<file path="src/common/objPkg.sv">
/*
 * Shared sizes, hit rule and sprite entry layout for the sprite generator.
 * Every RTL block of the generator pulls these in by a wildcard import.
 */
package objPkg;

	// ------------------------------------------------------------------------
	// Sprite list and line geometry
	// ------------------------------------------------------------------------
	localparam int numSprites = 128;
	// 512 bytes, four per entry
	localparam int attrAddrW  = 9;
	localparam int lineLen    = 256;
	// Sprites are square
	localparam int sprSize    = 16;

	// ------------------------------------------------------------------------
	// Pixel and ROM widths
	// ------------------------------------------------------------------------
	localparam int pixPerWord = 4;
	localparam int colorW     = 4;
	localparam int palW       = 3;
	// Palette bank sits above the colour
	localparam int objW       = palW + colorW;
	localparam int romAddrW   = 17;
	localparam int romDataW   = 16;

	// Sprite covers the line when (line + yPos) mod 256 lands in the top 16 rows
	localparam logic [7:0] hitBase = 8'd240;

	// Drawer FSM states
	localparam logic [1:0] drIdle  = 2'd0;
	localparam logic [1:0] drWait  = 2'd1;
	localparam logic [1:0] drWrite = 2'd2;
	// Aborted with a ROM answer still on its way
	localparam logic [1:0] drDrain = 2'd3;

	// One sprite entry, seen as RAM bytes or as decoded fields
	typedef union packed {
		// Indexed by RAM byte offset within the entry
		logic [3:0][7:0] bytes;
		struct packed {
			logic [7:0]      xPos;
			logic [7:0]      tileLo;
			// Double height on the board, unused here
			logic            rsvd;
			logic            flipX;
			logic [palW-1:0] palette;
			logic [2:0]      tileHi;
			logic [7:0]      yPos;
		} f;
	} objEntryU;

endpackage

</file>
<file path="src/objScan/objSpriteDrawer.sv">
/*
 * Sprite drawer. Takes one hit sprite, fetches its four ROM words for the
 * hit line and writes the opaque pixels into the back line buffer.
 * lineStart aborts the sprite; a ROM answer still due is waited out.
 */
`timescale 1ns/1ps

module objSpriteDrawer import objPkg::*; (
	input  logic                clk,
	input  logic                rstN,
	input  logic                lineStart,
	input  logic                hitStb,
	input  objEntryU            hitEntry,
	input  logic [3:0]          hitLine,
	output logic                drawBusy,
	output logic                romReq,
	output logic [romAddrW-1:0] romAddr,
	input  logic                romRdy,
	input  logic [romDataW-1:0] romData,
	output logic                wrStb,
	output logic [7:0]          wrX,
	output logic [objW-1:0]     wrPix
);

	logic [1:0]          state;
	objEntryU            ent;
	logic [3:0]          sprLine;
	// Word within the sprite line, then nibble within the word
	logic [1:0]          quarter;
	logic [1:0]          pixCnt;
	logic [romDataW-1:0] word;
	logic [colorW-1:0]   curNib;
	logic [3:0]          pixK;
	logic [3:0]          xOff;
	logic                lastPix;
	logic                reqOpen;

	assign drawBusy = (state != drIdle);
	// Leftmost pixel in the top nibble
	assign curNib   = word[romDataW-1 -: colorW];
	assign pixK     = {quarter, pixCnt};
	// Mirror within the 16 pixels
	assign xOff     = ent.f.flipX ? 4'(sprSize - 1) - pixK : pixK;
	assign lastPix  = (pixCnt == 2'(pixPerWord - 1));
	// Colour 0 is see-through; nothing lands across a buffer swap
	assign wrStb    = (state == drWrite) && (curNib != '0) && !lineStart;
	assign wrX      = ent.f.xPos + {4'd0, xOff};
	assign wrPix    = {ent.f.palette, curNib};

	// ------------------------------------------------------------------------
	// FSM
	// ------------------------------------------------------------------------
	always_ff @(posedge clk) begin
		if (!rstN) begin
			state  <= drIdle;
			romReq <= 1'b0;
		end else begin
			romReq <= 1'b0;
			case (state)
				drIdle: begin
					if (hitStb && !lineStart) begin
						state  <= drWait;
						romReq <= 1'b1;
					end
				end
				drWait: begin
					if (romRdy) begin
						state <= lineStart ? drIdle : drWrite;
					end else if (lineStart) begin
						state <= drDrain;
					end
				end
				drWrite: begin
					if (lineStart) begin
						state <= drIdle;
					end else if (lastPix) begin
						// Four words per sprite line
						if (quarter == 2'd3) begin
							state <= drIdle;
						end else begin
							state  <= drWait;
							romReq <= 1'b1;
						end
					end
				end
				default: begin
					// Late answer is thrown away
					if (romRdy) begin
						state <= drIdle;
					end
				end
			endcase
		end
	end

	// ------------------------------------------------------------------------
	// Sprite, address and pixel shift registers
	// ------------------------------------------------------------------------
	always_ff @(posedge clk) begin
		if (state == drIdle && hitStb) begin
			ent     <= hitEntry;
			sprLine <= hitLine;
			quarter <= 2'd0;
			romAddr <= {hitEntry.f.tileHi, hitEntry.f.tileLo, hitLine, 2'd0};
		end
		if (state == drWait && romRdy) begin
			word   <= romData;
			pixCnt <= 2'd0;
		end
		if (state == drWrite) begin
			word   <= {word[romDataW-colorW-1:0], {colorW{1'b0}}};
			pixCnt <= pixCnt + 2'd1;
			if (lastPix) begin
				quarter <= quarter + 2'd1;
				romAddr <= {ent.f.tileHi, ent.f.tileLo, sprLine, quarter + 2'd1};
			end
		end
	end

	// ROM side view of the request, kept apart from the FSM
	always_ff @(posedge clk) begin
		if (!rstN) begin
			reqOpen <= 1'b0;
		end else if (romRdy) begin
			reqOpen <= 1'b0;
		end else if (romReq) begin
			reqOpen <= 1'b1;
		end
	end

	// At most one ROM request in flight
	assert property (@(posedge clk) disable iff (!rstN) romReq |-> !reqOpen)
		else $error("romReq with a request outstanding");

endmodule

</file>
<file path="config.mk">
export PLATFORM = sky130hd
export DESIGN_NAME = objSpriteDrawer
export DESIGN_NICKNAME = d
export VERILOG_FILES = /design/src/common/objPkg.sv /design/src/objScan/objSpriteDrawer.sv
export SDC_FILE = /design/constraint.sdc
export NUM_CORES = 1
export LEC_CHECK = 0
export BUFFER_PORTS_ARGS = -buffer_cell sky130_fd_sc_hd__buf_2
export CAP_MARGIN = 20
export CORE_MARGIN = 2
export CORE_UTILIZATION = 30
export DETAILED_ROUTE_END_ITERATION = 10
export GPL_TIMING_DRIVEN = 0
export PLACE_DENSITY_LB_ADDON = 0.25
export SYNTH_ARGS = -nofsm -noshare
export SYNTH_HDL_FRONTEND = slang
export SYNTH_SLANG_ARGS = --single-unit
</file>
<file path="constraint.sdc">
create_clock -name clk -period 2.9 [get_ports clk]
set_input_delay 0 -clock clk [delete_from_list [all_inputs] [get_ports clk]]
set_output_delay 0 -clock clk [all_outputs]
set_load 0.01 [all_outputs]
</file>
==> results.env <==
MUXSHAREOFSYNTHAREA_PCT=6.16
WORST-ENDPOINT-ARRIVAL_PS=2440
GRT_PASS1_WL_UM=10100
SYNTH.YOSYS.WARNINGS=0
ANTENNA_LEFT=0
POST_SYNTH_INST_COUNT=226
FINAL_CRITICAL_PATH_SETUP_SLACK_PS=458
ANTENNA_VIOLATIONS_BEFORE_REPAIR=0
PIN_COUNT=92
GLOBALROUTEOVERFLOWTOTAL=0
POWER.DENSITY_nW_PER_UM2=822
AREA_SHARE_OF_XOR_XNOR_CELLS_IN_THE_SYNTHESIZED_DESIGN_PCT=2.77
TNS_PS=0
NUM_ROWS=35
CHIPHEIGHT_UM=101
CRIT_PATH_MAX_FO=4
DIE-AREA_SQ_UM=10300
YS_SEQ_AREA_SHARE_PCT=61.6
FF2FF_SETUP_SLACK_PS=790
FINAL_CORE_UTIL_PCT=45.2
GP_ROUTABILITY_CONGESTION=0.779
H-TREE-DEPTH=3
SYNTH_ENABLE_FLOP_CELLS=41
LARGEST_FAMILY_OF_LOGIC_CELLS_BY_SYNTHESIZED_AREA='compound AO/OA/AOI/OAI gates'
VIASPERCELL=4.33
PLACED_AREA_SQ_UM=3410
GRTUSAGETOTAL_PCT=12.8
TRITONCTS_NUM_SINKS=67
HOLD_VIOLATIONS=0
CLOCK_TREE_FROM_TRITONCTS='done'
ROOT_BUFFER='clkbuf_8'
MAPPEDNETLISTAREA_SQ_UM=2850
GLOBALROUTEMET2UTIL_PCT=21.8
CELLLEAKAGEPOWER_uW=0.00180
SYNTH-COMPOUND-AREA-SHARE_PCT=11.2
PIN_COUNT_OF_THE_BIGGEST_NET_ENTERING_GLOBAL_ROUTING=28
CRITICAL_PATH.ENDPOINT_TYPE='output pin'
SYNTH.LIB_CELLS_USED.DISTINCT=37
FF2FF_PATH_DEPTH=6
POWER.SHARE.SWITCHING_PCT=31.1
HP-START='lineStart'
DRV.MAX_CAP_VIOLATION_COUNT=0
YS.FLOP_TYPE='edfxtp_1'
GRT_SETUP_UNREPAIRED='false'
PSW_uW=1070
CP_DATA_REQUIRED_TIME_PS=2900
CTS_BUFFER_DEPTH=2
SYNTHTOLAYOUTAREAGROWTH_PCT=46.7
TIMING.HOLD.WORST_ENDPOINT='romReq'
VIA_COUNT_OF_THE_FIRST_GLOBAL_ROUTING_PASS=2144
CTS_MADE_BUFFERS=9
COMBINATIONAL_SHARE_OF_POWER_PCT=31.4
CLK_PIN_SLEW_PS=70
PERIOD_MINUS_SLACK_PS=2440
YOSYS.AREA_SHARE.SIMPLE_PCT=8.80
SHARE_SEQ_OF_TOTAL_POWER_PCT=42.0
ANTENNA-DIODE-COUNT=0
CLK_LATENCY_PS=350
DRT_PASS1_ITERATIONS=4
DIE_WIDTH_UM=101
FINALCLOCKSKEW_PS=12.2
SYNTH_ADDER_AREA_SHARE_PCT=5.10
INITIAL_CORE_UTIL_PCT=30.8
POST_LAYOUT_NONFILLER_INSTANCES=503
CTS_REPAIR_RESIZED_INSTS=0
POWER.SHARE.CLOCK_PCT=26.5
HOLD-PATH-CELL-COUNT=3
TIGHTEST_SLEW_PS=640
SYNTH-SEQ-CELLS=67
CRIT_TYPE='reg -> out'
GRT_UTIL_MET3_PCT=3.59
SHARE_OF_CELLS_ABOVE_DRIVE_STRENGTH_1_PCT=31.0
GLOBAL_ROUTE.PEAK_USAGE_LAYER='met2'
AVERAGE_CELL_AREA_AFTER_SYNTHESIS_SQ_UM=12.6
PLACEMENT.IO_BUFFERS=81
PLACED_CELLS_INCL_TAPS=436
DRTITER0DRC=45
TIMING.RR.END='ent[31]'
FRACTION_OF_MET1_TRACKS_USED_BY_GLOBAL_ROUTING_PCT=15.3
MAX_FREQ_GHz=0.409
MIN_PERIOD_OVER_PERIOD_PCT=84.2
TIMING.CRITICAL_PATH.FROM_TYPE='register'
HOLDCRITPATHCLASS='in -> reg'
MAX_SLEW_VIOLATIONS=0
DETAILROUTE.VIA_COUNT=2177
FIN_NETS=437
REG2REG_FROM='state[0]'
FINAL_AREA_SQ_UM=4180
PEAKVDDDROP_uV=308
MAXSLEWHEADROOM_PCT=57.4
CORE_REGION_AREA_SQ_UM=9240
CELLINTERNALPOWER_uW=2370
DETAIL_ROUTE.DRC_VIOLATIONS=0
SYN-NUM-NETS=294
WL_PER_CELL_UM=12.9
DP_WORST_SETUP_SLACK_PS=402
SETUP-VIOLATIONS-FINAL=0
RUN_STATUS='finished clean'
FINALWIRELENGTH_UM=6490
YS_ASYNC_SR_FRACTION_PCT=0
PLACE_HPWL_UM=4330
==> worst max-delay path by stage <==
stage / depth (start not counted) / endpoint / start
detailed placement: 5 / ent[25] / state[1]
floorplan: 5 / ent[10] / state[0]
finish: 8 / wrX[6] / ent[14]
global route: 8 / wrX[6] / ent[14]
CTS: 5 / ent[17] / state[0]
global placement: 5 / ent[24] / state[0]
==> cell usage after synthesis, types with 2 or more instances <==
cell / instances / share of area (%)
a22o_1: 14 / 4.3
o21ai_0: 18 / 3.2
and2_1: 2 / 0.44
mux2i_1: 16 / 5.6
clkbuf_1: 4 / 0.53
a21o_1: 3 / 0.79
and3_1: 2 / 0.44
inv_1: 6 / 0.79
dfxtp_1: 26 / 18
xor2_1: 6 / 1.8
nor2_1: 3 / 0.40
buf_4: 7 / 1.8
nand3_1: 4 / 0.70
xnor2_1: 3 / 0.92
nand2b_1: 2 / 0.44
nand2_1: 29 / 3.8
edfxtp_1: 41 / 43
buf_2: 5 / 0.88
a21oi_1: 8 / 1.4
ha_1: 10 / 4.4
==> per-stage QoR <==
step	power (uW)	hold WS, ps
floorplan	2100	98.9
global placement	2450	178
detailed placement	2470	178
CTS	3450	39.6
global route	3640	48.5
finish	3430	50.3
==> state kept, by name, summed over array words and instances, names as in the netlist <==
| name | flops |
|---|---|
| ent | 23 |
| sprLine | 4 |
| word | 16 |
| romReq | 1 |
| state | 2 |
| quarter | 2 |
| pixCnt | 2 |
| romAddr | 17 |
==> power by group through the flow <==
stage          logic [uW]  registers [uW]  clock network [uW]
6_report             1080            1440                 911
5_1_grt              1200            1470                 975
4_1_cts              1070            1450                 933
3_5_place_dp         1010            1460                   0
3_3_place_gp          994            1450                   0
2_1_floorplan         605            1500                   0
==> logic make-up (layout without fill, tap and decap cells) <==
logic type	count (synthesis)	in the layout
XOR/XNOR	9	9
AND/OR/NAND/NOR	51	51
AO/OA/AOI/OAI	48	48
flip-flops	67	67
multiplexers	17	17
adder cells (fa/ha/maj)	11	11
buffers and inverters	23	171
==> routing by layer <==
layer	up-vias	share of wire, %
met5	-	0
met4	0	1.7
met3	9	3.7
met2	40	50
met1	1028	45
li1	1100	-
==> layout make-up <==
class                           count  area, sq um
Clock inverter                      5         83.8
Clock buffer                       11          151
Tap cell                          129          161
Timing Repair Buffer              132          933
Multi-Input combinational cell    136          967
Fill cell                         886         5060
Buffer                             17          104
Inverter                            6         22.5
Sequential cell                    67         1750
==> placed cells by master, fill, tap and decap left out, types with 4 or more instances in the layout <==
| cell type | synthesis | routed |
|---|---|---|
| edfxtp_1 | 41 | 41 |
| mux2i_1 | 16 | 16 |
| dlygate4sd3_1 | 0 | 50 |
| o21ai_0 | 18 | 18 |
| clkbuf_8 | 0 | 11 |
| nand3_1 | 4 | 4 |
| a21oi_1 | 8 | 8 |
| nand2_1 | 29 | 29 |
| dfxtp_1 | 26 | 26 |
| xor2_1 | 6 | 6 |
| buf_2 | 5 | 86 |
| ha_1 | 10 | 10 |
| inv_1 | 6 | 6 |
| a22o_1 | 14 | 14 |
| buf_4 | 7 | 7 |
| clkbuf_1 | 4 | 4 |
==> critical path, stage by stage, from the launching register on <==
cell,delay (ps)
edfxtp_1,480
xor2_1,200
ha_1,210
fa_1,400
a21o_1,190
a21oi_1,250
nor2_1,80
xor2_1,140
buf_2,140
==> timing repair <==
action,4_1_cts,5_1_grt
hold buffers,50,0
endpoints found under the hold margin,60,0
buffers inserted,0,0
No activity file was read; power rests on OpenSTA's default activity.
