## src/common/objPkg.sv

```systemverilog
/*
 * Shared sizes, hit rule and sprite entry layout for the sprite generator.
 * Every RTL block of the generator pulls these in by a wildcard import.
 */
package objPkg;

	// ------------------------------------------------------------------------
	// Sprite list and line geometry
	// ------------------------------------------------------------------------
	localparam int numSprites = 128;
	// 512 bytes, four per entry
	localparam int attrAddrW  = 9;
	localparam int lineLen    = 256;
	// Sprites are square
	localparam int sprSize    = 16;

	// ------------------------------------------------------------------------
	// Pixel and ROM widths
	// ------------------------------------------------------------------------
	localparam int pixPerWord = 4;
	localparam int colorW     = 4;
	localparam int palW       = 3;
	// Palette bank sits above the colour
	localparam int objW       = palW + colorW;
	localparam int romAddrW   = 17;
	localparam int romDataW   = 16;

	// Sprite covers the line when (line + yPos) mod 256 lands in the top 16 rows
	localparam logic [7:0] hitBase = 8'd240;

	// Drawer FSM states
	localparam logic [1:0] drIdle  = 2'd0;
	localparam logic [1:0] drWait  = 2'd1;
	localparam logic [1:0] drWrite = 2'd2;
	// Aborted with a ROM answer still on its way
	localparam logic [1:0] drDrain = 2'd3;

	// One sprite entry, seen as RAM bytes or as decoded fields
	typedef union packed {
		// Indexed by RAM byte offset within the entry
		logic [3:0][7:0] bytes;
		struct packed {
			logic [7:0]      xPos;
			logic [7:0]      tileLo;
			// Double height on the board, unused here
			logic            rsvd;
			logic            flipX;
			logic [palW-1:0] palette;
			logic [2:0]      tileHi;
			logic [7:0]      yPos;
		} f;
	} objEntryU;

endpackage

```

## src/objScan/objLineScanner.sv

```systemverilog
/*
 * Line scanner. On each lineStart walks all sprite entries, four RAM reads
 * per entry, and tests them against the next line. Hits are handed to the
 * sprite drawer one at a time, stalling the walk while a hit waits.
 */
`timescale 1ns/1ps

module objLineScanner import objPkg::*; (
	input  logic                 clk,
	input  logic                 rstN,
	input  logic                 lineStart,
	input  logic [7:0]           vpos,
	output logic [attrAddrW-1:0] attrRdAddr,
	input  logic [7:0]           attrRdData,
	input  logic                 drawBusy,
	output logic                 hitStb,
	output objEntryU             hitEntry,
	output logic [3:0]           hitLine
);

	// Walk position
	logic       scanning;
	logic [6:0] entIdx;
	logic [1:0] byteIdx;
	// Read pipeline, one cycle behind the address
	logic       rdValid;
	logic [1:0] rdByte;
	// Line being prepared
	logic [7:0] target;
	objEntryU   asmEntry;
	// Hit held until the drawer is free
	logic       pendHit;
	logic       issue;
	logic       lastByte;
	logic       isHit;
	logic [7:0] row;

	// Hold the walk while a hit is parked
	assign issue      = scanning && !pendHit;
	assign attrRdAddr = {entIdx, byteIdx};
	// Byte 3 on the data bus completes the entry
	assign lastByte   = rdValid && (rdByte == 2'd3);
	// yPos came in with byte 0, three reads earlier
	assign row        = target + asmEntry.f.yPos;
	assign isHit      = lastByte && (row >= hitBase);

	// ------------------------------------------------------------------------
	// Walk and hit handoff
	// ------------------------------------------------------------------------
	always_ff @(posedge clk) begin
		if (!rstN) begin
			scanning <= 1'b0;
			entIdx   <= '0;
			byteIdx  <= '0;
			rdValid  <= 1'b0;
			pendHit  <= 1'b0;
			hitStb   <= 1'b0;
		end else if (lineStart) begin
			// Restart, dropping any read or hit of the old line
			scanning <= 1'b1;
			entIdx   <= '0;
			byteIdx  <= '0;
			rdValid  <= 1'b0;
			pendHit  <= 1'b0;
			hitStb   <= 1'b0;
		end else begin
			rdValid <= issue;
			hitStb  <= 1'b0;
			if (issue) begin
				byteIdx <= byteIdx + 2'd1;
				if (byteIdx == 2'd3) begin
					entIdx <= entIdx + 7'd1;
					// Last entry read out, idle until next line
					if (entIdx == 7'(numSprites - 1)) begin
						scanning <= 1'b0;
					end
				end
			end
			// Park a new hit, or release the parked one
			if (isHit) begin
				pendHit <= 1'b1;
			end else if (pendHit && !drawBusy) begin
				pendHit <= 1'b0;
				hitStb  <= 1'b1;
			end
		end
	end

	// ------------------------------------------------------------------------
	// Entry assembly
	// ------------------------------------------------------------------------
	always_ff @(posedge clk) begin
		rdByte <= byteIdx;
		if (rdValid) begin
			asmEntry.bytes[rdByte] <= attrRdData;
		end
		// Copy out so the next entry can assemble behind it
		if (isHit) begin
			hitEntry.bytes[2:0] <= asmEntry.bytes[2:0];
			hitEntry.bytes[3]   <= attrRdData;
			hitLine             <= 4'(row - hitBase);
		end
		// Prepare the line after the one starting
		if (lineStart) begin
			target <= vpos + 8'd1;
		end
	end

	// Drawer must be idle whenever it is handed a sprite
	assert property (@(posedge clk) disable iff (!rstN) hitStb |-> !drawBusy)
		else $error("hitStb while drawer busy");

endmodule

```

## config.mk

```make
export PLATFORM = sky130hd
export DESIGN_NAME = objLineScanner
export DESIGN_NICKNAME = d
export VERILOG_FILES = /design/src/common/objPkg.sv /design/src/objScan/objLineScanner.sv
export SDC_FILE = /design/constraint.sdc
export NUM_CORES = 1
export LEC_CHECK = 0
export BUFFER_PORTS_ARGS = -buffer_cell sky130_fd_sc_hd__buf_2
export CAP_MARGIN = 10
export CORE_MARGIN = 4
export CORE_UTILIZATION = 45
export DETAILED_ROUTE_END_ITERATION = 12
export GPL_TIMING_DRIVEN = 0
export PLACE_DENSITY = 0.8
export REMOVE_ABC_BUFFERS = 1
export SLEW_MARGIN = 20
export SYNTH_ARGS = -nofsm -noshare
export SYNTH_HDL_FRONTEND = slang
export SYNTH_SLANG_ARGS = --single-unit
export TNS_END_PERCENT = 20
```

## constraint.sdc

```tcl
create_clock -name clk -period 2.8 [get_ports clk]
set_input_delay 0.14 -clock clk [delete_from_list [all_inputs] [get_ports clk]]
set_output_delay 0.14 -clock clk [all_outputs]
set_load 0.02 [all_outputs]
```

==> results.md, run 1 <==
| Quantity | Reported | Unit |
|:---|:---|:---|
| Outcome | finished clean | - |
| F_max | 0.4031 | GHz |
| Placed cells | 323 | - |
| Depth of the worst register-to-register path | 8 | - |
| Worst min-delay path category | input port to flop | - |
| Sw Ratio | 22.72 | % |
| Synthesized netlist cell count | 182 | - |
| Non-filler instance count after layout | 341 | - |
| Initial core utilization | 47.25 | % |
| Sum of routed wire length over all layers | 4720 | microns |
| Clock latency at the later pin of the worst-skew pair | 350 | ps |
| Global-route wire length before repair | 8024 | microns |
| Overall die height | 90.35 | microns |
| Clock power share | 34.3 | % |
| Number of global-route vias before repair | 1677 | - |
| Unrepaired setup endpoints after global routing | no | - |
| Routed vias/inst | 4.894 | - |
| Proportion of power drawn by combinational gates | 5.3 | % |
| Clock sink count | 83 | - |
| Max clock buf depth | 2 | - |
| Proportion of layout cells with a drive suffix above 1 | 33.33 | % |
| Leakage Power | 1.416 | nW |
| Max-capacitance violation count | 0 | - |
| Number of enable-type register cells in the synthesized netlist | 68 | - |
| Cell area after technology mapping | 3052 | sq um |
| # DRC | 0 | - |
| Initial antenna violation count | 0 | - |
| Clock transition time at the flip-flop clock pins of the worst setup and hold paths | 90 | ps |
| Minimum clock period | 2481 | ps |
| Antenna viol nets, final | 0 | - |
| Sum of overflow across all layers after global routing | 0 | - |
| Total global-route track usage | 12.54 | % |
| Chain of cells forming the critical path | ha_1, inv_1, fa_1, nand2b_1, a21oi_1, xor2_1, and4_2, buf_12 | - |
| Number of endpoints failing setup at the final stage | 0 | - |
| Clock H-tree levels | 3 | - |
| Iteration-0 DRC Markers | 77 | - |
| DR pass1 iterations | 3 | - |
| TritonCTS clock tree | done | - |
| Clock tree skew after final layout | 7.905 | ps |
| Cell count along the critical path | 8 | - |
| Sequential area share after synthesis | 76.75 | % |
| Maximum net fanout on the critical path | 35 | - |
| Cell at the root of the clock tree | sky130_fd_sc_hd__clkbuf_8 | - |
| Total core area | 6459 | sq um |
| HPWL reported at the end of detailed placement | 3468 | microns |
| Worst path buffer plus inverter count | 2 | - |
| Overall via count from detail_route | 1669 | - |
| Required time of the critical path | 2840 | ps |
| Yosys warning count | 0 | - |
| DIE WIDTH | 90.35 | microns |
| Number of distinct library cells after synthesis | 34 | - |
| Max transition margin | 55.14 | % |
| Number of buffers created by CTS | 9 | - |
| Final clock period utilization by the worst path | 88.59 | % |
| Cells taking the most area after synthesis | sky130_fd_sc_hd__edfxtp_1, sky130_fd_sc_hd__dfxtp_1, sky130_fd_sc_hd__ha_1 | - |
| Path type of the worst setup path | flop to flop | - |
| VDD IR max | 0.2290 | mV |
| Number of endpoints with negative hold slack in the final report | 0 | - |
| Area share of the largest cell type after synthesis | 66.91 | % |
| Total net switching power | 0.0005105 | W |
| Nature of the critical path endpoint | flop | - |
| Synthesized flop and latch total | 83 | - |
| TNS Setup | 0 | ps |
| Layout overhead on the synthesized area | 20.99 | % |
| Slowest cell on the critical path | sky130_fd_sc_hd__fa_1 | - |
| Share of synthesized flip-flops with an asynchronous set or reset | 0 | % |
| Cell-internal power | 0.001737 | W |
| Count of pins over their slew limit | 0 | - |
| Number of rows created at floorplan | 29 | - |
| Total power divided by cell area | 608.7 | nW/um^2 |
| CP arrival | 2520 | ps |
| Synth Area per Inst | 16.77 | sq um |
| Mean routed wirelength per cell | 13.84 | microns |
| Gp weighted congestion | 0.7155 | - |
| Count of pins on the block boundary | 66 | - |
| Crit path max-delay family | adder cells | - |
| Worst hold path stage count | 1 | - |
| Cell accounting for the most synthesized area | sky130_fd_sc_hd__edfxtp_1 | - |
| Number of nets in the finished design | 290 | - |
| Total die area | 8163 | sq um |
| Main synth FF type | sky130_fd_sc_hd__edfxtp_1 | - |
| Startpoint class of the critical path | flop | - |
| Transition time at the pin with the least slew margin | 670.4 | ps |
| Number of port buffers | 65 | - |
| Sequential group share of total power | 60.4 | % |
| Largest stage delay, worst path | 390 | ps |
| Maximum number of pins on one net before global-route repair | 36 | - |
| Diodes inserted | 0 | - |
==> flip-flops by register name, indices dropped and copies added (netlist names), 2 cells and up <==
register,count
target,8
entIdx,7
hitEntry,32
rdByte,2
byteIdx,2
asmEntry,24
hitLine,4
==> metal layers <==
layer | routed length (microns) | track usage [%]
met3 | 323 | 5.667
met2 | 2181 | 18.61
met1 | 2131 | 15.80
met4 | 84 | 5.612
met5 | 0 | 0
==> repair_timing <==
action                                  4_1_cts  5_1_grt
gates resized for setup                       0        0
endpoints found under the hold margin         8        0
buffers inserted                              0        0
endpoints found under the setup margin        0        0
hold buffers                                  2        0
==> per-stage QoR <==
step	hold slack (ps)	power, W	worst slack [ps]	utilization [%]	area, sq um
final	17.75	0.002247	319.4	57.17	3692
after global routing	0.6360	0.002353	181.4	57.17	3692
after CTS	0.9784	0.002274	284.4	57.09	3687
after detailed placement	360.1	0.001503	320.7	53.93	3483
after global placement	364.5	0.001499	-456.5	53.60	3462
after floorplan	238.9	0.001461	-3.638	-	3040
==> path summary, 6_finish.rpt <==
check	to	slack, ps	start
setup / recovery	hitEntry[1]	320	asmEntry[0]
hold / removal	hitEntry[28]	20	attrRdData[4]
setup reg to reg	hitEntry[1]	320	asmEntry[0]
hold reg to reg	rdByte[1]	410	byteIdx[1]
==> cell families after synthesis <==
group,synth area share [%]
AOI/OAI and AO/OA,3.896
xor gates and xnor gates,5.453
adders and majority gates,4.756
buffers and inverters,0.9840
DFF,76.75
muxes,0.6560
and+or+nand+nor,7.503
==> cell usage in the layout (no fill, tap or decap), types with 2 or more instances in the layout <==
master                          synthesis  layout
sky130_fd_sc_hd__xor2_1                 8       8
sky130_fd_sc_hd__and3_1                 2       2
sky130_fd_sc_hd__and3b_1                2       2
sky130_fd_sc_hd__nor2_1                17      17
sky130_fd_sc_hd__inv_1                  5       5
sky130_fd_sc_hd__ha_1                  10      10
sky130_fd_sc_hd__xnor2_1               11      11
sky130_fd_sc_hd__clkbuf_8               0       9
sky130_fd_sc_hd__a21oi_1                5       5
sky130_fd_sc_hd__o21ai_0                2       2
sky130_fd_sc_hd__mux2i_1                2       2
sky130_fd_sc_hd__clkinv_4               0       3
sky130_fd_sc_hd__buf_2                  0      65
sky130_fd_sc_hd__dlygate4sd3_1          0       2
sky130_fd_sc_hd__edfxtp_1              68      68
sky130_fd_sc_hd__nand3_1                7       7
sky130_fd_sc_hd__nor2b_1                2       2
sky130_fd_sc_hd__nand2b_1               2       2
sky130_fd_sc_hd__inv_6                  0       3
sky130_fd_sc_hd__dfxtp_1               15      15
sky130_fd_sc_hd__nand2_1                5       5
==> power by group through the flow <==
stage	combinational (W)	sequential, W	clock, W
after floorplan	0.0000759	0.00138	0
after global placement	0.000113	0.00139	0
after detailed placement	0.000117	0.00139	0
after CTS	0.000120	0.00136	0.000796
after global routing	0.000135	0.00136	0.000857
final	0.000118	0.00136	0.000771
==> final cells by class <==
cell class | count | area, sq um
fill | 529 | 2766
sequential | 83 | 2342
multi-input combinational | 92 | 685.7
timing repair buffer | 68 | 365.4
clock buffer | 9 | 123.9
tap | 77 | 96.34
clock inverter | 7 | 60.06
inverter | 5 | 18.77
==> synth_stat cells, types with 2 or more instances <==
cell type                  count
sky130_fd_sc_hd__xor2_1        8
sky130_fd_sc_hd__nand3_1       7
sky130_fd_sc_hd__nor2_1       17
sky130_fd_sc_hd__and3_1        2
sky130_fd_sc_hd__edfxtp_1     68
sky130_fd_sc_hd__nor2b_1       2
sky130_fd_sc_hd__xnor2_1      11
sky130_fd_sc_hd__mux2i_1       2
sky130_fd_sc_hd__o21ai_0       2
sky130_fd_sc_hd__inv_1         5
sky130_fd_sc_hd__and4_1        2
sky130_fd_sc_hd__and3b_1       2
sky130_fd_sc_hd__nand2b_1      2
sky130_fd_sc_hd__a21oi_1       5
sky130_fd_sc_hd__nand2_1       5
sky130_fd_sc_hd__dfxtp_1      15
sky130_fd_sc_hd__ha_1         10
Note: power is estimated with default switching activity, not from simulation.
==> inputs of run 2 (changes only) <==
Settings changed: ABC_AREA set to 1, PLACE_DENSITY 0.8 to 0.7.
==> results.md, run 2 <==
| Quantity | Reported | Unit | Delta |
|:---|:---|:---|:---|
| Outcome | finished clean | - |  |
| Max transition margin | 32.87 | % | -22 points |
| Share of the synthesized area in compound gates (AO/OA/AOI/OAI) | 2.458 | % | -1.4 points |
| Clock latency at the later pin of the worst-skew pair | 340 | ps | about the same |
| Main combinational cell family by area after synthesis | simple AND/OR/NAND/NOR gates | - |  |
| Clock tree skew after final layout | 6.516 | ps | -1.389 ps |
| Flop2flop setup slack | 360 | ps | +40 ps |
| Number of global-route vias before repair | 1748 | - | +4.2% |
| DR pass1 iterations | 4 | - | +1 |
| Initial antenna violation count | 0 | - | unchanged |
| F_max | 0.4096 | GHz | +1.6% |
| Count of pins on the block boundary | 66 | - | unchanged |
| Area share of and/or/nand/nor cells after synthesis | 12.05 | % | +4.6 points |
| Largest register FFs | 32 | - | unchanged |
| Maximum number of pins on one net before global-route repair | 36 | - | unchanged |
| Most common cell after layout, fill and taps aside | sky130_fd_sc_hd__edfxtp_1 | - |  |
| Nature of the critical path endpoint | flop | - |  |
| Adder and majority cell fraction of the synthesized area | 4.600 | % | -0.16 points |
| Sum of overflow across all layers after global routing | 0 | - | unchanged |
| Clock transition time at the flip-flop clock pins of the worst setup and hold paths | 80 | ps | about the same |
| Overall die height | 91.74 | microns | +1.5% |
| Number of endpoints failing setup at the final stage | 0 | - | unchanged |
| Number of endpoints with negative hold slack in the final report | 0 | - | unchanged |
| Worst hold path stage count | 1 | - | unchanged |
| Depth of the worst register-to-register path | 12 | - | +4 |
| Routed vias/inst | 4.490 | - | -8.3% |
| Clock sink count | 83 | - | unchanged |
| Cell area after technology mapping | 3156 | sq um | +3.4% |
| Cell at the root of the clock tree | sky130_fd_sc_hd__clkbuf_8 | - |  |
| CP arrival | 2490 | ps | -30 ps |
| Origin of the critical flop-to-flop path | asmEntry[0] | - |  |
| Sum of routed wire length over all layers | 4910 | microns | +4.0% |
| Endpoint of the worst hold-timing path | asmEntry[19] | - |  |
| Initial core utilization | 46.45 | % | -0.80 points |
| Minimum clock period | 2441 | ps | -39.33 ps |
| Total die area | 8416 | sq um | +3.1% |
| Required time of the critical path | 2840 | ps | about the same |
| Count of pins over their slew limit | 0 | - | unchanged |
| Fraction of synthesized area in multiplexers | 0 | % | -0.66 points |
| Leakage Power | 1.586 | nW | +12% |
| Worst min-delay path category | input port to flop | - |  |
| Final clock period utilization by the worst path | 87.19 | % | -1.4 points |
| Clock H-tree levels | 3 | - | unchanged |
| Max clock buf depth | 2 | - | unchanged |
| Transition time at the pin with the least slew margin | 999.3 | ps | +328.9 ps |
| Non-filler instance count after layout | 406 | - | +19% |
| Place WS | 387.8 | ps | +67.17 ps |
| TritonCTS clock tree | done | - |  |
| Antenna viol nets, final | 0 | - | unchanged |
| Total core area | 6794 | sq um | +5.2% |
| Sequential area share after synthesis | 74.23 | % | -2.5 points |
| Overall via count from detail_route | 1823 | - | +9.2% |
| Synthesized flop and latch total | 83 | - | unchanged |
| Synth Area in XOR/XNOR | 3.331 | % | -2.1 points |
| Number of buffers created by CTS | 9 | - | unchanged |
| Number of rows created at floorplan | 30 | - | +3.4% |
| Placed cells | 390 | - | +21% |
| Worst Slack Setup Final | 358.7 | ps | +39.33 ps |
| Mean routed wirelength per cell | 12.09 | microns | -13% |
| Cells taking the most area after synthesis | sky130_fd_sc_hd__edfxtp_1, sky130_fd_sc_hd__dfxtp_1, sky130_fd_sc_hd__ha_1 | - |  |
| Number of port buffers | 65 | - | unchanged |
| Number of nets in the finished design | 337 | - | +16% |
| Total global-route track usage | 12.34 | % | -0.21 points |
| Yosys warning count | 0 | - | unchanged |
| Start point of the worst hold path | attrRdData[3] | - |  |
| Proportion of layout cells with a drive suffix above 1 | 30.65 | % | -2.7 points |
| Reg-to-reg endpoint | hitEntry[26] | - |  |
| Number of distinct library cells after synthesis | 23 | - | -32% |
| Cell accounting for the most synthesized area | sky130_fd_sc_hd__edfxtp_1 | - |  |
| Total power divided by cell area | 661.3 | nW/um^2 | +8.7% |
| DIE WIDTH | 91.74 | microns | +1.5% |
| Top cells by count, synth | sky130_fd_sc_hd__edfxtp_1, sky130_fd_sc_hd__nand2_1, sky130_fd_sc_hd__inv_1 | - |  |
| Unrepaired setup endpoints after global routing | no | - |  |
| Diodes inserted | 0 | - | unchanged |
| Main synth FF type | sky130_fd_sc_hd__edfxtp_1 | - |  |
| Post-CTS setup buffers | 0 | - | unchanged |
| Iteration-0 DRC Markers | 64 | - | -17% |
| Startpoint class of the critical path | flop | - |  |
| Number of enable-type register cells in the synthesized netlist | 68 | - | unchanged |
| Path type of the worst setup path | flop to flop | - |  |
| Maximum net fanout on the critical path | 35 | - | unchanged |
| Gp weighted congestion | 0.7180 | - | +0.35% |
| Synth Area per Inst | 13.84 | sq um | -17% |
| Share of synthesized flip-flops with an asynchronous set or reset | 0 | % | unchanged |
| VDD IR max | 0.2611 | mV | +14% |
| Global-route wire length before repair | 7983 | microns | -0.51% |
| Max-capacitance violation count | 0 | - | unchanged |
| Synthesized netlist cell count | 228 | - | +25% |
| Most instantiated library cell after synthesis | sky130_fd_sc_hd__edfxtp_1 | - |  |
| Highest-count cells in the layout ignoring fill and taps | sky130_fd_sc_hd__edfxtp_1, sky130_fd_sc_hd__buf_2, sky130_fd_sc_hd__nand2_1 | - |  |
| Area share of the largest cell type after synthesis | 64.71 | % | -2.2 points |
| HPWL reported at the end of detailed placement | 3532 | microns | +1.9% |
| # DRC | 0 | - | unchanged |
| Layout overhead on the synthesized area | 23.71 | % |  |
==> run 2: changes by cell type after synthesis, moves of 5 or more <==
cell / previous run / this run
sky130_fd_sc_hd__nor3_1: 0 / 5
sky130_fd_sc_hd__nand3_1: 7 / 15
sky130_fd_sc_hd__nand2_1: 5 / 31
sky130_fd_sc_hd__xnor2_1: 11 / 3
sky130_fd_sc_hd__a21oi_1: 5 / 11
sky130_fd_sc_hd__inv_1: 5 / 26
==> run 2: what timing repair did <==
action                                 CTS  global route
endpoints found under the hold margin    0             3
hold buffers                             0             1
resized for setup                        0             0
==> run 2: final cells by class <==
class                   instances  area, sq um
fillers                       559         2890
flip-flops and latches         83         2342
multi-input cells             117        719.4
repair buffers                 67        355.3
clock inverters                 6        137.6
clock buffers                   9        123.9
well taps                      96        120.1
inverters                      28        105.1
==> run 2: worst max path at each step <==
stage               cells after the start        start      endpoint  slack (ps)
finish                                 12  asmEntry[0]  hitEntry[26]         360
global route                           12  asmEntry[0]   hitEntry[2]         120
CTS                                    12  asmEntry[0]  hitEntry[11]         350
detailed placement                     12  asmEntry[0]   hitEntry[8]         390
global placement                       11  asmEntry[0]  hitEntry[25]        -420
floorplan                              11  asmEntry[0]   hitEntry[0]          40
==> run 2: where the power goes <==
group	switching, W	internal, W
Clock	0.000407	0.000682
Sequential	0.00000975	0.00135
Combinational	0.0000809	0.0000515
==> run 2: worst max-delay path, stage by stage, from the launching register on <==
cell and delay, ps:
sky130_fd_sc_hd__edfxtp_1 380, sky130_fd_sc_hd__ha_1 210, sky130_fd_sc_hd__inv_1 60, sky130_fd_sc_hd__fa_1 400
sky130_fd_sc_hd__inv_1 90, sky130_fd_sc_hd__nand3_1 70, sky130_fd_sc_hd__nand2_1 120, sky130_fd_sc_hd__nor2_1 50
sky130_fd_sc_hd__nor2_1 100, sky130_fd_sc_hd__nand2_1 70, sky130_fd_sc_hd__nor2_2 140, sky130_fd_sc_hd__and2_2 210
sky130_fd_sc_hd__buf_12 220
==> run 2: kinds of logic after synthesis <==
group,after synthesis
AO/OA/AOI/OAI,15
XOR/XNOR,12
adder cells (fa/ha/maj),11
buffers and inverters,28
flip-flops,83
AND/OR/NAND/NOR,79
==> run 2: stage by stage <==
stage	TNS [ps]	hold WS (ps)	total power [W]	util (%)	instance area [sq um]
floorplan	0	238.9	0.001473	-	3156
global placement	-15120	369.8	0.001513	53.00	3601
detailed placement	0	364.8	0.001519	53.31	3622
CTS	0	6.321	0.002598	57.16	3884
global route	0	3.722	0.002673	57.46	3904
finish	0	15.16	0.002582	57.46	3904
==> run 2: per-layer routing <==
metal	GRT usage [%]	up-vias	wire length [microns]	part of all wire [%]
li1	-	937	-	-
met1	14.79	811	2261	46
met2	19.35	62	2195	45
met3	4.348	13	342	7.0
met4	6.931	0	111	2.3
met5	0	-	0	0
